$ cat config.mk
export PLATFORM = sky130hd
export DESIGN_NAME = pipe_core
export DESIGN_NICKNAME = d
export VERILOG_FILES = /design/src/design/isa_pkg.sv /design/src/design/pipe_pkg.sv /design/src/design/regfile.sv /design/src/design/decode_stage.sv /design/src/design/execute_stage.sv /design/src/design/mem_stage.sv /design/src/design/hazard_controller.sv /design/src/design/pipe_core.sv
export SDC_FILE = /design/constraint.sdc
export NUM_CORES = 2
export LEC_CHECK = 0
export BUFFER_PORTS_ARGS = -buffer_cell sky130_fd_sc_hd__buf_2
export CORE_ASPECT_RATIO = 1.2
export CORE_MARGIN = 1
export CORE_UTILIZATION = 55
export CTS_CLUSTER_SIZE = 40
export DETAILED_ROUTE_END_ITERATION = 7
export PLACE_DENSITY = 0.71
export SLEW_MARGIN = 0
export SYNTH_ARGS = -nofsm -noshare
export SYNTH_HDL_FRONTEND = slang
export SYNTH_SLANG_ARGS = --single-unit
$ cat constraint.sdc
create_clock -name clk -period 7.1 [get_ports clk]
set_input_delay 1.42 -clock clk [delete_from_list [all_inputs] [get_ports clk]]
set_output_delay 1.42 -clock clk [all_outputs]
set_load 0.005 [all_outputs]
$ cat src/design/isa_pkg.sv
`default_nettype none

package isa_pkg;

    // Datapath widths
    localparam int DATA_W      = 32;
    localparam int REG_ADDR_W  = 6;
    localparam int IMM_W       = 10;
    // Register file depth, one per 6-bit index
    localparam int NUM_REGS    = 64;
    // Internal data RAM, word addressed
    localparam int DMEM_ADDR_W = 4;
    localparam int DMEM_WORDS  = 16;

    typedef logic [DATA_W-1:0]      data_t;
    typedef logic [REG_ADDR_W-1:0]  reg_addr_t;
    typedef logic [IMM_W-1:0]       imm_t;
    typedef logic [DMEM_ADDR_W-1:0] dmem_addr_t;

    // Top nibble of the instruction word
    typedef enum logic [3:0] {
        OP_NOP  = 4'h0,
        OP_ADD  = 4'h1,
        OP_SUB  = 4'h2,
        OP_AND  = 4'h3,
        OP_OR   = 4'h4,
        OP_XOR  = 4'h5,
        OP_ADDI = 4'h6,
        OP_LW   = 4'h7,
        OP_SW   = 4'h8
    } opcode_t;

    // opcode | rd | rs | rt | imm, 4 + 6 + 6 + 6 + 10 bits
    typedef struct packed {
        opcode_t   opcode;
        reg_addr_t rd;
        reg_addr_t rs;
        reg_addr_t rt;
        imm_t      imm;
    } instr_t;

    // Immediate is two's complement
    function automatic data_t sext_imm(imm_t imm);
        return {{(DATA_W-IMM_W){imm[IMM_W-1]}}, imm};
    endfunction

endpackage

`default_nettype wire

$ cat src/design/pipe_pkg.sv
`default_nettype none

package pipe_pkg;

    import isa_pkg::*;

    // ALU operand source, same codes as the forwarder
    typedef enum logic [1:0] {
        FWD_NONE = 2'b00,
        FWD_WB   = 2'b01,
        FWD_MEM  = 2'b10
    } fwd_sel_t;

    // Writeback source, RD is load data
    typedef enum logic [1:0] {
        SEL_RESULT_ALU = 2'b00,
        SEL_RESULT_RD  = 2'b01
    } result_sel_t;

    typedef struct packed {
        logic        rf_we;
        logic        mem_we;
        result_sel_t sel_result;
        opcode_t     alu_op;
        logic        use_imm;
    } ctrl_t;

    // Decode to execute
    typedef struct packed {
        logic      valid;
        ctrl_t     ctrl;
        reg_addr_t rs;
        reg_addr_t rt;
        reg_addr_t wa;
        data_t     rd_a;
        data_t     rd_b;
        imm_t      imm;
    } de_reg_t;

    // Execute to memory
    typedef struct packed {
        logic        valid;
        logic        rf_we;
        logic        mem_we;
        result_sel_t sel_result;
        reg_addr_t   wa;
        data_t       alu_out;
        data_t       store_data;
    } em_reg_t;

    // Memory to writeback
    typedef struct packed {
        logic      valid;
        logic      rf_we;
        reg_addr_t wa;
        data_t     result;
    } mw_reg_t;

    // Retired register write, seen outside the core
    typedef struct packed {
        reg_addr_t addr;
        data_t     data;
    } wb_t;

endpackage

`default_nettype wire

$ cat src/design/regfile.sv
`timescale 1ns/1ps
`default_nettype none

module regfile import isa_pkg::*; (
    input  wire            clk,
    input  wire            arst_n,
    input  wire reg_addr_t rd_addr_a,
    input  wire reg_addr_t rd_addr_b,
    output data_t          rd_data_a,
    output data_t          rd_data_b,
    input  wire            we,
    input  wire reg_addr_t wa,
    input  wire data_t     wd
);

    data_t regs [NUM_REGS];

    // r0 reads zero, a write in flight is passed straight through
    function automatic data_t read_port(reg_addr_t ra, data_t stored, logic w_en,
                                        reg_addr_t w_addr, data_t w_data);
        if (ra == '0) begin
            return '0;
        end
        if (w_en && (w_addr == ra)) begin
            return w_data;
        end
        return stored;
    endfunction

    assign rd_data_a = read_port(rd_addr_a, regs[rd_addr_a], we, wa, wd);
    assign rd_data_b = read_port(rd_addr_b, regs[rd_addr_b], we, wa, wd);

    // Writes to r0 dropped
    always_ff @(posedge clk or negedge arst_n) begin
        if (!arst_n) begin
            for (int i = 0; i < NUM_REGS; i++) begin
                regs[i] <= '0;
            end
        end else if (we && (wa != '0)) begin
            regs[wa] <= wd;
        end
    end

endmodule

`default_nettype wire

$ cat src/design/decode_stage.sv
`timescale 1ns/1ps
`default_nettype none

module decode_stage import isa_pkg::*, pipe_pkg::*; (
    input  wire            clk,
    input  wire            arst_n,
    input  wire            in_valid,
    input  wire instr_t    in_instr,
    output logic           in_ready,
    input  wire            d_stall,
    output reg_addr_t      rd_addr_a,
    output reg_addr_t      rd_addr_b,
    input  wire data_t     rd_data_a,
    input  wire data_t     rd_data_b,
    output reg_addr_t      d_rs,
    output reg_addr_t      d_rt,
    output de_reg_t        de
);

    logic    ir_valid;
    instr_t  ir;
    ctrl_t   ctrl;
    logic    uses_rs;
    logic    uses_rt;
    de_reg_t de_next;

    // Input held off only by a load-use stall
    assign in_ready = !d_stall;

    // Instruction register, frozen while stalled
    always_ff @(posedge clk or negedge arst_n) begin
        if (!arst_n) begin
            ir_valid <= 1'b0;
        end else if (in_ready) begin
            ir_valid <= in_valid;
        end
    end

    always_ff @(posedge clk) begin
        if (in_ready) begin
            ir <= in_instr;
        end
    end

    // Control decode
    always_comb begin
        ctrl        = '0;
        ctrl.alu_op = OP_ADD;
        uses_rs     = 1'b0;
        uses_rt     = 1'b0;
        case (ir.opcode)
            OP_ADD, OP_SUB, OP_AND, OP_OR, OP_XOR: begin
                ctrl.rf_we  = 1'b1;
                ctrl.alu_op = ir.opcode;
                uses_rs     = 1'b1;
                uses_rt     = 1'b1;
            end
            OP_ADDI: begin
                ctrl.rf_we   = 1'b1;
                ctrl.use_imm = 1'b1;
                uses_rs      = 1'b1;
            end
            // Address is rs + imm
            OP_LW: begin
                ctrl.rf_we      = 1'b1;
                ctrl.use_imm    = 1'b1;
                ctrl.sel_result = SEL_RESULT_RD;
                uses_rs         = 1'b1;
            end
            // rt carries the store data
            OP_SW: begin
                ctrl.mem_we  = 1'b1;
                ctrl.use_imm = 1'b1;
                uses_rs      = 1'b1;
                uses_rt      = 1'b1;
            end
            default: begin
            end
        endcase
        // r0 never takes a result
        if (ir.rd == '0) begin
            ctrl.rf_we = 1'b0;
        end
    end

    // Source fields zeroed when unread, so they never match a hazard
    assign d_rs      = (ir_valid && uses_rs) ? ir.rs : '0;
    assign d_rt      = (ir_valid && uses_rt) ? ir.rt : '0;
    assign rd_addr_a = ir.rs;
    assign rd_addr_b = ir.rt;

    always_comb begin
        de_next.valid = 1'b1;
        de_next.ctrl  = ctrl;
        de_next.rs    = d_rs;
        de_next.rt    = d_rt;
        de_next.wa    = ir.rd;
        de_next.rd_a  = rd_data_a;
        de_next.rd_b  = rd_data_b;
        de_next.imm   = ir.imm;
    end

    // Bubble into execute when idle or while the stall holds this instruction
    always_ff @(posedge clk or negedge arst_n) begin
        if (!arst_n) begin
            de <= '0;
        end else if (!ir_valid || d_stall) begin
            de <= '0;
        end else begin
            de <= de_next;
        end
    end

    // Input blocked during a stall, and a stall never repeats
    assert property (@(posedge clk) disable iff (!arst_n)
        d_stall |-> !in_ready ##1 !d_stall);

endmodule

`default_nettype wire

$ cat src/design/execute_stage.sv
`timescale 1ns/1ps
`default_nettype none

module execute_stage import isa_pkg::*, pipe_pkg::*; (
    input  wire           clk,
    input  wire           arst_n,
    input  wire de_reg_t  de,
    input  wire           e_flush,
    input  wire fwd_sel_t fwd_a,
    input  wire fwd_sel_t fwd_b,
    input  wire mw_reg_t  mw,
    output em_reg_t       em
);

    data_t   op_a;
    data_t   op_b;
    data_t   alu_b;
    data_t   alu_out;
    em_reg_t em_next;

    // Operand source, register file value unless a newer result is in flight
    function automatic data_t fwd_mux(fwd_sel_t sel, data_t rf_val, data_t mem_val,
                                      data_t wb_val);
        case (sel)
            FWD_MEM: return mem_val;
            FWD_WB:  return wb_val;
            default: return rf_val;
        endcase
    endfunction

    assign op_a = fwd_mux(fwd_a, de.rd_a, em.alu_out, mw.result);
    assign op_b = fwd_mux(fwd_b, de.rd_b, em.alu_out, mw.result);

    // ADDI, LW and SW add the immediate
    assign alu_b = de.ctrl.use_imm ? sext_imm(de.imm) : op_b;

    always_comb begin
        case (de.ctrl.alu_op)
            OP_SUB:  alu_out = op_a - alu_b;
            OP_AND:  alu_out = op_a & alu_b;
            OP_OR:   alu_out = op_a | alu_b;
            OP_XOR:  alu_out = op_a ^ alu_b;
            default: alu_out = op_a + alu_b;
        endcase
    end

    always_comb begin
        em_next.valid      = de.valid;
        em_next.rf_we      = de.valid && de.ctrl.rf_we;
        em_next.mem_we     = de.valid && de.ctrl.mem_we;
        em_next.sel_result = de.ctrl.sel_result;
        em_next.wa         = de.wa;
        em_next.alu_out    = alu_out;
        // Store data after forwarding
        em_next.store_data = op_b;
    end

    always_ff @(posedge clk or negedge arst_n) begin
        if (!arst_n) begin
            em <= '0;
        end else begin
            em <= em_next;
        end
    end

    // Memory forwarding needs a live instruction in memory
    assert property (@(posedge clk) disable iff (!arst_n)
        (fwd_a == FWD_MEM) |-> em.valid);

    // The load behind a flush moves on into memory
    assert property (@(posedge clk) disable iff (!arst_n)
        e_flush |=> em.valid && (em.sel_result == SEL_RESULT_RD));

endmodule

`default_nettype wire

$ cat src/design/mem_stage.sv
`timescale 1ns/1ps
`default_nettype none

module mem_stage import isa_pkg::*, pipe_pkg::*; (
    input  wire          clk,
    input  wire          arst_n,
    input  wire em_reg_t em,
    output mw_reg_t      mw
);

    data_t      ram [DMEM_WORDS];
    dmem_addr_t addr;
    data_t      rd_word;
    data_t      result;
    mw_reg_t    mw_next;

    // Word address from the low bits of the ALU sum
    assign addr = em.alu_out[DMEM_ADDR_W-1:0];

    always_ff @(posedge clk) begin
        if (em.mem_we) begin
            ram[addr] <= em.store_data;
        end
    end

    // Asynchronous read, load data in the same cycle
    assign rd_word = ram[addr];
    assign result  = (em.sel_result == SEL_RESULT_RD) ? rd_word : em.alu_out;

    always_comb begin
        mw_next.valid  = em.valid;
        mw_next.rf_we  = em.rf_we;
        mw_next.wa     = em.wa;
        mw_next.result = result;
    end

    // Writeback register
    always_ff @(posedge clk or negedge arst_n) begin
        if (!arst_n) begin
            mw <= '0;
        end else begin
            mw <= mw_next;
        end
    end

    // Stores never write a register
    assert property (@(posedge clk) disable iff (!arst_n)
        !(em.mem_we && em.rf_we));

endmodule

`default_nettype wire

$ cat src/design/hazard_controller.sv
`timescale 1ns/1ps
`default_nettype none

module hazard_controller import isa_pkg::*, pipe_pkg::*; (
    input  wire reg_addr_t d_rs,
    input  wire reg_addr_t d_rt,
    input  wire de_reg_t   de,
    input  wire em_reg_t   em,
    input  wire mw_reg_t   mw,
    output fwd_sel_t       fwd_a,
    output fwd_sel_t       fwd_b,
    output logic           d_stall,
    output logic           e_flush
);

    logic load_use;

    // Nearest writer wins, memory before writeback
    function automatic fwd_sel_t fwd_select(reg_addr_t src, em_reg_t m, mw_reg_t w);
        if ((src != '0) && (src == m.wa) && m.rf_we) begin
            return FWD_MEM;
        end else if ((src != '0) && (src == w.wa) && w.rf_we) begin
            return FWD_WB;
        end
        return FWD_NONE;
    endfunction

    // Sources of the instruction now in execute
    assign fwd_a = fwd_select(de.rs, em, mw);
    assign fwd_b = fwd_select(de.rt, em, mw);

    // Load in execute feeding the instruction in decode
    // rf_we already excludes r0 as a destination
    assign load_use = de.valid && de.ctrl.rf_we
                   && (de.ctrl.sel_result == SEL_RESULT_RD)
                   && ((de.wa == d_rs) || (de.wa == d_rt));

    // Hold decode and send a bubble into execute together
    assign d_stall = load_use;
    assign e_flush = load_use;

    always_comb begin
        stall_flush_pair : assert final (d_stall == e_flush);
    end

endmodule

`default_nettype wire

$ cat src/design/pipe_core.sv
`timescale 1ns/1ps
`default_nettype none

module pipe_core import isa_pkg::*, pipe_pkg::*; (
    input  wire         clk,
    input  wire         arst_n,
    input  wire         in_valid,
    input  wire instr_t in_instr,
    output logic        in_ready,
    output logic        wb_valid,
    output wb_t         wb
);

    reg_addr_t rd_addr_a;
    reg_addr_t rd_addr_b;
    data_t     rd_data_a;
    data_t     rd_data_b;
    reg_addr_t d_rs;
    reg_addr_t d_rt;
    de_reg_t   de;
    em_reg_t   em;
    mw_reg_t   mw;
    fwd_sel_t  fwd_a;
    fwd_sel_t  fwd_b;
    logic      d_stall;
    logic      e_flush;
    logic      rf_we;

    // Retiring register write
    assign rf_we = mw.valid && mw.rf_we;

    decode_stage u_decode (
        .clk       (clk),
        .arst_n    (arst_n),
        .in_valid  (in_valid),
        .in_instr  (in_instr),
        .in_ready  (in_ready),
        .d_stall   (d_stall),
        .rd_addr_a (rd_addr_a),
        .rd_addr_b (rd_addr_b),
        .rd_data_a (rd_data_a),
        .rd_data_b (rd_data_b),
        .d_rs      (d_rs),
        .d_rt      (d_rt),
        .de        (de)
    );

    execute_stage u_execute (
        .clk     (clk),
        .arst_n  (arst_n),
        .de      (de),
        .e_flush (e_flush),
        .fwd_a   (fwd_a),
        .fwd_b   (fwd_b),
        .mw      (mw),
        .em      (em)
    );

    mem_stage u_mem (
        .clk    (clk),
        .arst_n (arst_n),
        .em     (em),
        .mw     (mw)
    );

    regfile u_regfile (
        .clk       (clk),
        .arst_n    (arst_n),
        .rd_addr_a (rd_addr_a),
        .rd_addr_b (rd_addr_b),
        .rd_data_a (rd_data_a),
        .rd_data_b (rd_data_b),
        .we        (rf_we),
        .wa        (mw.wa),
        .wd        (mw.result)
    );

    hazard_controller u_hazard (
        .d_rs    (d_rs),
        .d_rt    (d_rt),
        .de      (de),
        .em      (em),
        .mw      (mw),
        .fwd_a   (fwd_a),
        .fwd_b   (fwd_b),
        .d_stall (d_stall),
        .e_flush (e_flush)
    );

    // Writeback stream straight off the writeback register
    assign wb_valid = rf_we;
    assign wb       = '{addr: mw.wa, data: mw.result};

endmodule

`default_nettype wire

==> results.ini <==
[outcome]
status=finished clean

[cells_and_area]
layout_common_cells=dfrtp_1 (2,226), mux2_2 (2,051), mux4_2 (1,482)
postLayoutCellArea_um2=155700
syn_to_final_growth_pct=9.710
nFillCells=18334
drive_above_1_share_pct=52.02
final_common_cell=dfrtp_1
layout.nets=8518

[clock_network]
cts_root_buffer=clkbuf_16
h-tree-depth=5
clk-insertion-delay-late_ps=890
post_cts_buffers=0
clkTransAtPathRegs_ps=60
cts_tree=built
cts-resized-gates=0
cts.sinks=2808
cts-buffers-inserted=291
hold_buffers=0
cts_buffer_depth=4

[job]
maxCapViolCount=0

[sta]
fin_tns_setup_ps=0
rsz0062_at_grt=false
skew_ps=58.23
hold_slack_ps=368.7
hold_viol=0
fin_crit_ps=6754
final-setup-viol-count=0
fmax_mhz=148.1
slew_headroom_pct=7.153
finalMaxSlewViolations=0
min_period_over_period_pct=95.13
worstMarginPinSlew_ps=1393
fin_ws_ps=345.9

[worst_setup_path]
crit_path_end_kind=register
crit_path_start_kind=register
critPathMaxFanout=8
cp.arrival_ps=7540
worstSetupPathType=register to register
critPathRequiredTime_ps=7880

[global_route]
gr-total-overflow=0
antenna_found_initial=19
grt_pass1_vias=88206
grt_pass1_wl_mm=652.7
grt_max_degree=201
grt_usage_pct=35.30

[logic_synthesis]
ys_types=80
synth_compound_area_share_pct=1.980
synthMuxAreaShare_pct=40.26
synthesis.nets=8821
syn_inst=8689
synthFlopType=dfrtp_1
synth_top_family_by_area=multiplexers
async_flop_share_pct=80.63
yosysWarnings=0
synth-simple-area-share_pct=2.018
synth-adder-area-share_pct=0.8605
synth_edf_count=544
synthXorXnorAreaFrac_pct=0.6145
syn_avg_cell_area_um2=16.33
ys_seq_area_share_pct=51.43
synth-seq-cells=2808
syn_area_um2=141900

[power]
leakagePower_nw=67.57
ir_worst_vdd_mv=0.1946
finalPower_mw=37.43
power_density_nw_per_um2=240.4

[worst_hold_path]
hp-class=register to register

[routing]
drt_iter0_markers=9802
drt-pass1-iter-count=6
via_count=85500
vias_per_cell=7.123
wl_per_cell_um=37.78
final_antenna_net_count=0
route.detailed.drc=0
wl_mm=453.4

[placement]
portBuffers=74
place_congestion=0.9387
placedInstanceArea_um2=145900
hpwlAfterDp_mm=264.1
dpl_worst_slack_ps=360.2

[die]
row_count=203
top_level_ports=75
dieArea_um2=260100
design.core.area_um2=255800
die_x_um=465.7
start_util_pct=55.48
fp.dieH_um=558.4

## report_power, final
group	internal (mW)	switching [mW]	total [mW]
Clock	9.17	6.59	15.8
Combinational	1.38	3.02	4.40
Sequential	16.8	0.440	17.3
Total	27.4	10.1	37.4
## cell usage after synthesis, types with 89 or more instances
| master | number | area, um2 |
|---|---|---|
| edfxtp_1 | 544 | 16340 |
| ha_1 | 96 | 1201 |
| o21ai_0 | 115 | 575.6 |
| a21oi_1 | 127 | 635.6 |
| dfrtp_1 | 2264 | 56650 |
| nand2_1 | 262 | 983.4 |
| mux2_2 | 2051 | 23100 |
| clkbuf_1 | 691 | 2594 |
| mux4_2 | 1482 | 33380 |
| nor2_1 | 140 | 525.5 |
| inv_1 | 89 | 334.1 |
| buf_1 | 180 | 675.7 |
## final timing paths
kind / cells after the start / end / slack, ps / start
min in group asynchronous: 1 / u_regfile.regs[877] / 490 / arst_n
max reg2reg: 23 / u_execute.em[63] / 350 / u_decode.de[81]
min: 0 / u_mem.mw[39] / 370 / u_execute.em[74]
min reg2reg: 0 / u_mem.mw[39] / 370 / u_execute.em[74]
max in group asynchronous: 3 / u_regfile.regs[1282] / 4780 / arst_n
max: 23 / u_execute.em[63] / 350 / u_decode.de[81]
## worst max-delay path: stages, from the launching register on
cell and delay (ps):
dfrtp_1 420, xnor2_1 250, nand4_1 190, or3_4 480
nor2_1 120, a31oi_1 80, mux2i_1 360, ha_1 280
and3_1 240, o2111ai_1 280, or4_1 780, o21ai_0 290
xnor2_1 100, ha_1 350, and2_1 210, a21o_1 200
a21o_1 190, a21oi_1 370, nand2b_1 80, o21ai_0 450
o21ai_0 220, a31oi_1 210, xnor3_1 410, o21ai_1 120
## layout make-up
| class | count | area, um2 | share of cell area [%] |
|---|---|---|---|
| sequential | 2808 | 73040 | 46.92 |
| multi-input combinational | 4861 | 65560 | 42.11 |
| clock buffer | 413 | 8499 | 5.459 |
| tap | 3382 | 4232 | 2.718 |
| timing repair buffer | 335 | 2786 | 1.790 |
| clock inverter | 106 | 1219 | 0.7827 |
| inverter | 89 | 334.1 | 0.2146 |
| antenna | 9 | 22.52 | 0.01447 |
## flip-flops by register name, indices dropped and copies added (netlist names), 6 cells and up
register	count
u_decode.rd_addr_a	6
u_decode.rd_addr_b	6
u_regfile.regs	2048
u_decode.de	101
u_decode.de_next	16
u_execute.em	74
u_mem.mw	40
u_mem.ram	512
## routing by layer
layer / track usage, % / vias to the layer above / wire length, um
met5: 0 / - / 73
met1: 46.28 / 46829 / 169200
li1: - / 33193 / -
met3: 7.697 / 1157 / 40350
met2: 55.79 / 4309 / 217000
met4: 18.28 / 12 / 26810
## per-stage QoR
| step | instances | util (%) |
|---|---|---|
| floorplan | 8689 | - |
| global placement | 11475 | 57.06 |
| detailed placement | 11475 | 57.06 |
| CTS | 11994 | 60.86 |
| global route | 11997 | 60.87 |
| finish | 12003 | 60.87 |
## cell families after synthesis
logic type,Yosys count
xor+xnor,98
other cells,1
fa+ha+maj,97
mux,3599
buf+inv,1020
simple gates,615
compound gates,451
flops,2808
(Power assumes the default switching activity.)
